## src/design/game_cfg.svh

```systemverilog
// ####################################################################
// field size and timing constants shared by RTL and testbench
// GAME_TICK_BASE must be a power of two of at least 2**GAME_MAX_LEVEL
// ####################################################################

`ifndef GAME_CFG_SVH
`define GAME_CFG_SVH

// LED field size, rows run from 0 at the bottom to 7 at the top
`define GAME_ROWS 8
`define GAME_COLS 8

// prescaler period in clock cycles at level 0
// each level halves it, kept short for simulation
`define GAME_TICK_BASE 64

// highest level, the level counter saturates here
`define GAME_MAX_LEVEL 3

// column of the player dot after reset or a new round, bit 4 of row 0
`define GAME_START_COL 4

`endif

```

## src/design/game_pkg.sv

```systemverilog
// ####################################################################
// field, position, level and state types plus the obstacle table
// table rows 0 and 7 are not stored, both stay empty in every level
// ####################################################################

`include "game_cfg.svh"

package game_pkg;

	// one row of lit cells, bit 7 is the leftmost cell
	typedef logic [`GAME_COLS-1:0] row_t;

	// whole field, indexed by row number
	typedef row_t [`GAME_ROWS-1:0] frame_t;

	typedef logic [$clog2(`GAME_ROWS)-1:0] pos_t;

	typedef logic [1:0] level_t;

	typedef enum logic [1:0] {
		st_idle,
		st_play,
		st_win,
		st_lose
	} game_state_t;

	// start pattern of rows 1 to 6 for each level
	// every level keeps the cells of the one before and adds more
	localparam row_t obstacle_table [0:`GAME_MAX_LEVEL][1:`GAME_ROWS-2] = '{
		'{8'b1000_0000, 8'b0000_0001, 8'b1000_0000,
		  8'b0000_0001, 8'b1000_0000, 8'b0000_0001},
		'{8'b1000_1000, 8'b0001_0001, 8'b1000_1000,
		  8'b0001_0001, 8'b1000_1000, 8'b0001_0001},
		'{8'b1100_1000, 8'b0001_0011, 8'b1100_1000,
		  8'b0001_0011, 8'b1100_1000, 8'b0001_0011},
		// densest level, still two gaps per row
		'{8'b1100_1100, 8'b0011_0011, 8'b1100_1100,
		  8'b0011_0011, 8'b1100_1100, 8'b0011_0011}
	};

endpackage

```

## src/design/game_control.sv

```systemverilog
// ####################################################################
// game FSM, level counter, collision and win detection, shown frame
// level reads one higher in the cycle that start leaves st_win
// ####################################################################

`timescale 1ns/1ps
`include "game_cfg.svh"

module game_control (
	input  logic                  clock_50,
	input  logic                  reset,
	input  logic                  start,
	input  game_pkg::frame_t      player_frame,
	input  game_pkg::frame_t      obstacle_frame,
	input  game_pkg::pos_t        player_row,
	output logic                  load,
	output logic                  playing,
	output game_pkg::frame_t      frame,
	output game_pkg::game_state_t state,
	output game_pkg::level_t      level
);
	import game_pkg::*;

	game_state_t state_next;
	level_t      level_q;
	logic        collision;
	logic        reached_top;
	logic        level_up;

	// ##################################################################
	// outcome detection
	// ##################################################################

	// any cell lit in both layers is a hit
	assign collision = |(player_frame & obstacle_frame);

	assign reached_top = (player_row == pos_t'(`GAME_ROWS - 1));

	// ##################################################################
	// state machine
	// ##################################################################

	assign load    = start && (state != st_play);
	assign playing = (state == st_play);

	// a hit wins over reaching the top row in the same cycle
	always_comb begin
		state_next = state;
		case (state)
			st_idle, st_win, st_lose: begin
				if (start)
					state_next = st_play;
			end
			st_play: begin
				if (collision)
					state_next = st_lose;
				else if (reached_top)
					state_next = st_win;
			end
			default: state_next = st_idle;
		endcase
	end

	// ##################################################################
	// level counter
	// ##################################################################

	assign level_up = start && (state == st_win) && (level_q != level_t'(`GAME_MAX_LEVEL));

	// the next level is already visible while start is high in st_win,
	// so the obstacle rows load the new level's table at that same edge
	assign level = level_up ? level_q + 1'b1 : level_q;

	always_ff @(posedge clock_50) begin
		if (reset) begin
			state   <= st_idle;
			level_q <= '0;
		end else begin
			state   <= state_next;
			level_q <= level;
		end
	end

	// shown frame is the player layer over the obstacle layer
	assign frame = player_frame | obstacle_frame;

	a_state_legal : assert property (@(posedge clock_50) disable iff (reset)
		state inside {st_idle, st_play, st_win, st_lose});

	a_level_monotonic : assert property (@(posedge clock_50) disable iff (reset)
		level_q >= $past(level_q));

endmodule

```

## src/design/game_top.sv

```systemverilog
// ####################################################################
// block-dodging game on an 8 by 8 field, clean one-cycle button pulses
// frame is the raw field, no LED driver or display scan is included
// ####################################################################

`timescale 1ns/1ps

module game_top (
	input  logic                  clock_50,
	input  logic                  reset,
	input  logic                  start,
	input  logic                  up,
	input  logic                  down,
	input  logic                  left,
	input  logic                  right,
	output game_pkg::frame_t      frame,
	output game_pkg::game_state_t state,
	output game_pkg::level_t      level
);
	import game_pkg::*;

	frame_t player_frame;
	frame_t obstacle_frame;
	pos_t   player_row;
	logic   load;
	logic   playing;

	// the two layers are built side by side and merged in game_control
	player_field u_player (
		.clock_50     (clock_50),
		.reset        (reset),
		.load         (load),
		.playing      (playing),
		.up           (up),
		.down         (down),
		.left         (left),
		.right        (right),
		.player_frame (player_frame),
		.player_row   (player_row)
	);

	obstacle_field u_obstacle (
		.clock_50       (clock_50),
		.reset          (reset),
		.load           (load),
		.playing        (playing),
		.level          (level),
		.obstacle_frame (obstacle_frame)
	);

	game_control u_control (
		.clock_50       (clock_50),
		.reset          (reset),
		.start          (start),
		.player_frame   (player_frame),
		.obstacle_frame (obstacle_frame),
		.player_row     (player_row),
		.load           (load),
		.playing        (playing),
		.frame          (frame),
		.state          (state),
		.level          (level)
	);

endmodule

```

## src/design/obstacle_field.sv

```systemverilog
// ####################################################################
// obstacle rows 1 to 6, loaded per level and rotated on a speed tick
// the tick period is GAME_TICK_BASE >> level clock cycles
// ####################################################################

`timescale 1ns/1ps
`include "game_cfg.svh"

module obstacle_field (
	input  logic              clock_50,
	input  logic              reset,
	input  logic              load,
	input  logic              playing,
	input  game_pkg::level_t  level,
	output game_pkg::frame_t  obstacle_frame
);
	import game_pkg::*;

	localparam int TICK_W = $clog2(`GAME_TICK_BASE);

	logic [TICK_W-1:0] tick_count;
	logic [TICK_W-1:0] tick_last;
	logic              tick;
	frame_t            rows;

	// ##################################################################
	// speed prescaler
	// ##################################################################

	// last count of the period, shorter at each level
	assign tick_last = TICK_W'((`GAME_TICK_BASE >> level) - 1);

	assign tick = playing && (tick_count == tick_last);

	// the count restarts with every round so the first rotation
	// always lands one full period after load
	always_ff @(posedge clock_50) begin
		if (reset) begin
			tick_count <= '0;
		end else if (load) begin
			tick_count <= '0;
		end else if (playing) begin
			if (tick)
				tick_count <= '0;
			else
				tick_count <= tick_count + 1'b1;
		end
	end

	// ##################################################################
	// obstacle rows
	// ##################################################################

	// rows 0 and 7 are never written after reset
	// odd rows rotate left and even rows rotate right
	always_ff @(posedge clock_50) begin
		if (reset) begin
			rows <= '0;
		end else if (load) begin
			for (int r = 1; r < `GAME_ROWS - 1; r++)
				rows[r] <= obstacle_table[level][r];
		end else if (tick) begin
			for (int r = 1; r < `GAME_ROWS - 1; r++) begin
				if (r % 2 == 1)
					rows[r] <= {rows[r][`GAME_COLS-2:0], rows[r][`GAME_COLS-1]};
				else
					rows[r] <= {rows[r][0], rows[r][`GAME_COLS-1:1]};
			end
		end
	end

	assign obstacle_frame = rows;

	a_edge_rows_empty : assert property (@(posedge clock_50) disable iff (reset)
		(rows[0] == '0) && (rows[`GAME_ROWS-1] == '0));

endmodule

```

## src/design/player_field.sv

```systemverilog
// ####################################################################
// player dot position and its one-hot layer
// moves act only while playing, a move past the border is dropped
// ####################################################################

`timescale 1ns/1ps
`include "game_cfg.svh"

module player_field (
	input  logic             clock_50,
	input  logic             reset,
	input  logic             load,
	input  logic             playing,
	input  logic             up,
	input  logic             down,
	input  logic             left,
	input  logic             right,
	output game_pkg::frame_t player_frame,
	output game_pkg::pos_t   player_row
);
	import game_pkg::*;

	pos_t row_q;
	pos_t col_q;

	// ##################################################################
	// position registers
	// ##################################################################

	// up raises the row, left raises the column since bit 7 is shown leftmost
	// only the highest priority pulse is looked at, up then down, left, right
	always_ff @(posedge clock_50) begin
		if (reset) begin
			row_q <= '0;
			col_q <= pos_t'(`GAME_START_COL);
		end else if (load) begin
			row_q <= '0;
			col_q <= pos_t'(`GAME_START_COL);
		end else if (playing) begin
			if (up) begin
				if (row_q != pos_t'(`GAME_ROWS - 1))
					row_q <= row_q + 1'b1;
			end else if (down) begin
				if (row_q != '0)
					row_q <= row_q - 1'b1;
			end else if (left) begin
				if (col_q != pos_t'(`GAME_COLS - 1))
					col_q <= col_q + 1'b1;
			end else if (right) begin
				if (col_q != '0)
					col_q <= col_q - 1'b1;
			end
		end
	end

	// ##################################################################
	// player layer
	// ##################################################################

	always_comb begin
		player_frame = '0;
		player_frame[row_q][col_q] = 1'b1;
	end

	assign player_row = row_q;

	a_single_dot : assert property (@(posedge clock_50) disable iff (reset)
		$onehot(player_frame));

endmodule

```

## config.mk

```make
export PLATFORM = sky130hd
export DESIGN_NAME = game_top
export DESIGN_NICKNAME = d
export VERILOG_FILES = /design/src/design/game_pkg.sv /design/src/design/game_control.sv /design/src/design/game_top.sv /design/src/design/obstacle_field.sv /design/src/design/player_field.sv
export VERILOG_INCLUDE_DIRS = /design/src /design/src/design
export SDC_FILE = /design/constraint.sdc
export NUM_CORES = 1
export LEC_CHECK = 0
export BUFFER_PORTS_ARGS = -buffer_cell sky130_fd_sc_hd__buf_2
export CAP_MARGIN = 20
export CORE_MARGIN = 3
export CORE_UTILIZATION = 42
export CTS_CLUSTER_DIAMETER = 50
export DETAILED_ROUTE_END_ITERATION = 7
export GPL_TIMING_DRIVEN = 0
export HOLD_SLACK_MARGIN = 0.08
export SLEW_MARGIN = 25
export SYNTH_ARGS = -nofsm -noshare
export SYNTH_HDL_FRONTEND = slang
export SYNTH_SLANG_ARGS = --single-unit
```

## constraint.sdc

```tcl
create_clock -name clock_50 -period 4.19 [get_ports clock_50]
set_clock_uncertainty 0.05 [all_clocks]
set_input_delay 0.419 -clock clock_50 [delete_from_list [all_inputs] [get_ports clock_50]]
set_output_delay 0.419 -clock clock_50 [all_outputs]
set_load 0.02 [all_outputs]
```

Yosys cells after proc, flatten, opt, wreduce, memory -nomap -nowiden
Index checks and enable logic that the tools add are counted.
{ "word_totals": {"register_bits": 64, "latchBits": 0, "ramBits": 0, "rom_bits": 0, "inputBits": 7, "out_inout_bits": 68, "wordCells": 85, "mem_count": 0} }
{ "classes": {"addsub": 7, "multipliers": 0, "div_mod_pow": 0, "n_lt_le_gt_ge": 5, "eq_ne": 13, "shift": 1, "n_mux": 23, "n_bitwise": 5, "reduce_logical": 20} }
{ "op_table": {"columns": ["operator", "count"], "rows": [
  ["48-bit 2-to-1 mux", 4],
  ["48-bit binary-select mux with 2-bit select", 1],
  ["64-bit by 56-bit bitwise AND with 64-bit output", 1],
  ["64-bit by 56-bit OR with 64-bit output", 1],
  ["64-bit OR reduction", 1],
  ["8-bit demux with 3-bit select", 1],
  ["3-bit 2-to-1 mux", 8],
  ["2-bit nonzero test", 5],
  ["3-bit by 4-bit < comparator with 1-bit output (second input constant)", 2],
  ["2-bit 2-to-1 mux", 4],
  ["8-bit 2-to-1 mux", 1],
  ["7-bit by 2-bit >> shifter with 6-bit output (first input constant)", 1],
  ["3-bit by 1-bit adder with 3-bit output (second input constant)", 2],
  ["6-bit by 1-bit adder with 6-bit output (second input constant)", 1],
  ["6-bit equality test", 1],
  ["3-bit by 1-bit >= comparator with 1-bit output (second input constant)", 2],
  ["1-bit logical AND", 6],
  ["6-bit 2-to-1 mux", 1],
  ["2-bit by 1-bit inequality test with 1-bit output (second input constant)", 3],
  ["3-bit inequality test (second input constant)", 2],
  ["6-bit AND reduction", 1],
  ["3-bit nonzero test", 2],
  ["3-bit by 1-bit subtractor with 3-bit output (second input constant)", 2],
  ["6-bit by 2-bit subtractor with 6-bit output (second input constant)", 1],
  ["17 further kinds", 20]
]} }

Depth between registers and ports, before layout
{ "logic_depth": {"word_depth": 10, "ltp_mapped": 9, "ltp_nobuf": 7} }

Cells and area by module
From an unflattened synthesis, not the netlist that was laid out.
{ "unflattened": {"hier_cells": 507, "area_unflattened_um2": 4013.8} }
{ "modules_own_cells": {"columns": ["module", "instances", "cells_each", "area_per_inst_um2", "seq_area_each_um2"], "rows": [
  ["obstacle_field", 1, 242, 2278.4, 1081.0],
  ["game_control", 1, 129, 928.4, 80.1],
  ["player_field", 1, 136, 807.0, 120.1]
]} }

Worst setup path after synthesis
Ideal clock, no wire load.
{ "synth_path": {"path_kind": "reg2reg", "from": "register u_control.level_q[0]", "to": "register u_obstacle.rows, in the netlist u_obstacle.obstacle_frame[17]", "setup_ps": 122, "arrival_time_ps": 1924, "slack_ps": 2094, "path_stages_with_launch": 9, "path_cell_list": "dfxtp_1 -> ha_1 -> and4b_1 -> o21ai_1 -> a31oi_1 -> or2_1 -> buf_4 -> or3_1 -> o311a_1"} }
{ "synth_between": {"elab_chain_len": 8, "word_cells_on_any_way": 14, "classes_between": "2 x add/sub; 2 x eq/ne; 1 x shift; 5 x mux; 1 x bitwise; 3 x reduce/logical"} }
{ "synth_lines": {"columns": ["item", "line", "text"], "rows": [
  ["start: declaration", "game_control.sv:25", "level_t level_q;"],
  ["start signal: assignment", "game_control.sv:80", "level_q <= level;"],
  ["parallel branches: the longest is 2 deep, another holds 2-bit by 1-bit adder with 2-bit output", null, null],
  ["2-bit 2-to-1 mux *", "game_control.sv:72", "assign level = level_up ? level_q + 1'b1 : level_q;"],
  ["7-bit by 2-bit >> shifter with 6-bit output (no line) / 2-bit inverter with 3-bit output (equally long branches)", null, null],
  ["6-bit by 2-bit subtractor with 6-bit output / 48-bit binary-select mux with 2-bit select (equally long branches)", "obstacle_field.sv:31, obstacle_field.sv:61", null],
  ["6-bit equality test / 48-bit 2-to-1 mux (equally long branches)", null, null],
  ["1-bit logical AND / 48-bit 2-to-1 mux (equally long branches)", null, null],
  ["2-bit nonzero test (no line) / 48-bit 2-to-1 mux (equally long branches)", null, null],
  ["end signal: indexed assignment", "obstacle_field.sv:61", "rows[r] <= obstacle_table[level][r];"],
  ["end signal: indexed assignment", "obstacle_field.sv:65", "rows[r] <= {rows[r][`GAME_COLS-2:0], rows[r][`GAME_COLS-1]};"],
  ["end signal: indexed assignment", "obstacle_field.sv:67", "rows[r] <= {rows[r][0], rows[r][`GAME_COLS-1:1]};"],
  ["end: declaration", "obstacle_field.sv:24", "frame_t rows;"]
]} }
Mark *: on every way between the ends. The select of a mux whose other input is x is not followed.
A chain may end at the register's enable or synchronous reset.

==> summary.txt <==
Critical path
  – CP Cell Sequence: buf_6 > clkbuf_1 > nand2_1 > o21bai_1 > buf_2
  – FF-to-FF path depth: 8
  – Worst Setup EP: frame[54]
  – Crit Path Class: flop to primary output
  – Critical Path AT: 2.15 ns
  – Crit path largest cell delay: about 0.47 ns
  – Critical Path Fanout Max: 10
  – RR Endpoint: u_obstacle.obstacle_frame[12]$_SDFFE_PP0P_
  – CP Launch Type: flop
  – Critical path depth: 5
  – Crit. End Element: primary output
  – Required time worst endpoint: 3.72 ns
  – WP buf/inv: 3
  – Reg-to-Reg Start: u_control.level_q[0]$_SDFF_PP0_
  – CP top delay family: buffers and inverters
  – CP startpoint: u_player.player_row[1]$_SDFFE_PP0P_
  – Worst path slowest cell: clkbuf_1
  – Reg-to-reg setup timing slack: roughly 1.8 ns

Clock tree
  – CTS tree: yes
  – Clock slew at reported path FFs: approximately 0.070 ns
  – Clock sinks: 64
  – Inserted Clock Buffers: 9
  – Htree depth: 3
  – Root buffer cell: clkbuf_8
  – Cts hold-fix bufs: 0
  – CTS Buffer Depth: 2
  – Latest clock arrival within the worst-skew pair: 0.35 ns
  – # resized after CTS: 0
  – Setup Fix Bufs, Post-CTS: 0

Global routing
  – Initial antenna violation count: 0
  – Vias in the first global route: 3,648
  – GRT overflow: 0
  – Total track usage: between 20% and 30%
  – Largest net degree at the start of global routing: 11
  – First-pass GRT wire length: ~21 mm

Timing
  – Hold Vio Cnt, Final: 0
  – Slew Limit Headroom: between 40% and 50%
  – F_max: between 300 and 400 MHz
  – Worst Max-Slew Pin Slew: approximately 0.76 ns
  – Setup ws final: around 1.6 ns
  – Final period utilization: 62.6%
  – RSZ-0062 raised after global routing: no
  – Fin. max-slew vios: 0
  – Setup violators final: 0
  – Min cycle time layout: 2.62 ns
  – Final hold slack: 0.384 ns
  – Setup TNS: 0 ns

Die
  – Core area: 8930 um2
  – Die area: approximately 11,000 um2
  – Num rows: 34
  – Die W: slightly above 100 um
  – Starting Density: around 44%
  – Die Y: between 100 and 150 um
  – # IOs: 75

Routing
  – DRT iter0 DRCs: approximately 330
  – DRC viols: 0
  – Vias per cell: ~5.9
  – Vias: 4,074
  – 1st-pass router iterations: 5
  – Routed WL per cell: a little over 20 um
  – Post-route ant nets: 0
  – Final WL: about 14 mm

Logic synthesis
  – Top FF cell, synth: dfxtp_1
  – Netlist cell types: 65
  – Synth warn: 0
  – Post-synthesis sequential area ratio: between 30% and 40%
  – Post-synth net total: between 500 and 600
  – Synth top area share: 32.5%
  – Synth Cell Area: 3940 um2
  – Post-synth ARST share: 0%
  – Avg Cell Area, Syn: about 7.9 um2
  – Mapped Cells: 498
  – #FFs+latches synth: 64
  – Synth area leaders: dfxtp_1 (32%), nand2_1 (8.1%), o21bai_1 (7.8%)
  – Area leader, netlist: dfxtp_1
  – Post-synth EDFFs: 0

Place
  – Port bufs: 73
  – Dpl ws: 1.67 ns
  – Routability cong.: 0.927
  – HPWL Detailed: ~11 mm

Hold path
  – Worst hold path class: input port to flop

Finish
  – Area grow syn2layout: 16.8%
  – Fin nets: between 500 and 600
  – Layout cells sized above 1: 22.7%
  – # diodes: 0

Power and ir drop
  – Worst vdd ir: roughly 0.22 mV
  – Static leakage: 0.00190 uW
  – Power Total: 1300 uW
  – Pwr Density: approximately 280 nW/um2

Job
  – MaxCap Viol Count: 0

Run status
  – Outcome: finished, final reports clean
==> power by group <==
part           switching (uW)  internal, uW
sequential               32.2           628
clock                     232           223
combinational             118          70.3
total                     382           922
==> flip-flops by register name, indices dropped and copies added, names as in the netlist <==
| name | cells |
|---|---|
| u_control.level_q | 2 |
| u_control.state | 2 |
| u_obstacle.obstacle_frame | 48 |
| u_obstacle.tick_count | 6 |
| u_player.col_q | 3 |
| u_player.player_row | 3 |
==> placed cells by master, fill, tap and decap left out, drive strengths merged, types with 3 or more instances in the layout <==
master / Yosys / routed
a211oi: 6 / 6
a21o: 7 / 7
a21oi: 39 / 39
a22oi: 4 / 4
a31oi: 14 / 14
and2: 3 / 3
and4b: 4 / 4
buf: 27 / 100
clkbuf: 14 / 25
dfxtp: 64 / 64
inv: 4 / 4
mux2i: 10 / 10
nand2: 85 / 85
nand2b: 9 / 9
nand3: 24 / 24
nand3b: 6 / 6
nand4: 3 / 3
nor2: 43 / 43
nor2b: 8 / 8
nor3: 9 / 9
nor3b: 4 / 4
nor4bb: 3 / 3
o21ai: 8 / 8
o21bai: 41 / 41
o221a: 4 / 4
or2: 3 / 3
or3: 7 / 7
or3b: 4 / 4
xor2: 7 / 7
==> worst register-to-register path, stage by stage, from the launching register on <==
cell and delay [ns]:
dfxtp_1 0.49, ha_1 0.36, nor4bb_1 0.18, o21ai_1 0.13
a31oi_1 0.13, nor2_2 0.29, clkbuf_1 0.45, nand3_1 0.14
a21oi_1 0.15
==> cell families (layout without fill, tap and decap cells) <==
| logic type | Yosys count | in the layout | share of synthesized area (%) |
|---|---|---|---|
| buffers and inverters | 45 | 132 | 6.47 |
| AND/OR/NAND/NOR | 224 | 224 | 29.5 |
| multiplexers | 13 | 13 | 3.68 |
| AO/OA/AOI/OAI | 140 | 140 | 24.4 |
| XOR/XNOR | 8 | 8 | 1.78 |
| adder cells (fa/ha/maj) | 4 | 4 | 1.65 |
| flip-flops | 64 | 64 | 32.5 |
==> worst min-delay path by stage <==
stage | slack (ns) | end | start | depth (start not counted)
floorplan | 0.40 | u_obstacle.obstacle_frame[45]$_SDFFE_PP0P_ | u_obstacle.obstacle_frame[44]$_SDFFE_PP0P_ | 2
global placement | 0.42 | u_obstacle.tick_count[1]$_SDFFE_PP0P_ | u_obstacle.tick_count[1]$_SDFFE_PP0P_ | 2
detailed placement | 0.43 | u_obstacle.tick_count[1]$_SDFFE_PP0P_ | u_obstacle.tick_count[1]$_SDFFE_PP0P_ | 2
CTS | 0.37 | u_control.state[0]$_SDFFE_PP0P_ | start | 3
global route | 0.42 | u_control.state[0]$_SDFFE_PP0P_ | start | 3
finish | 0.38 | u_control.state[0]$_SDFFE_PP0P_ | start | 3
==> metal layers <==
layer  global-route usage, %  vias up  wire length (um)
li1                        -     1939                 -
met1                    38.5     1917              6410
met2                    40.7      190              6280
met3                    4.19       28               989
met4                    8.57        0               320
met5                       0        -                 0
==> Yosys cell counts, types with 2 or more instances <==
cell type	instances
a211oi_1	5
a21o_1	7
a21oi_1	39
a22oi_1	4
a2bb2oi_1	2
a31oi_1	14
and2_1	3
and4b_1	4
and4bb_4	2
buf_2	15
buf_4	6
buf_6	6
clkbuf_1	14
dfxtp_1	64
fa_1	2
ha_1	2
inv_1	4
mux2_2	2
mux2i_1	10
nand2_1	85
nand2b_1	9
nand3_1	24
nand3b_1	6
nand4_1	3
nand4b_1	2
nor2_1	42
nor2b_1	8
nor3_1	8
nor3b_1	2
nor4bb_1	3
o211ai_1	2
o21ai_0	5
o21ai_1	2
o21bai_1	41
o221a_2	4
o22ai_1	2
o311a_1	2
or2_2	2
or3_1	7
or3b_1	3
xor2_1	7
==> layout make-up <==
class / count / area [um2]
Clock inverter: 3 / 20.0
Sequential cell: 64 / 1280
Buffer: 41 / 240
Clock buffer: 11 / 141
Multi-Input combinational cell: 389 / 2410
Fill cell: 910 / 4330
Tap cell: 108 / 135
Timing Repair Buffer: 73 / 365
Inverter: 4 / 15.0
==> through the flow <==
stage                     util, %  instance area [um2]  cells
final                        51.5                 4600    693
after CTS                    51.5                 4600    693
after floorplan                 -                 3940    498
after global routing         51.5                 4600    693
after global placement       49.7                 4440    679
after detailed placement     49.7                 4440    679
No activity file was read; power rests on OpenSTA's default activity.
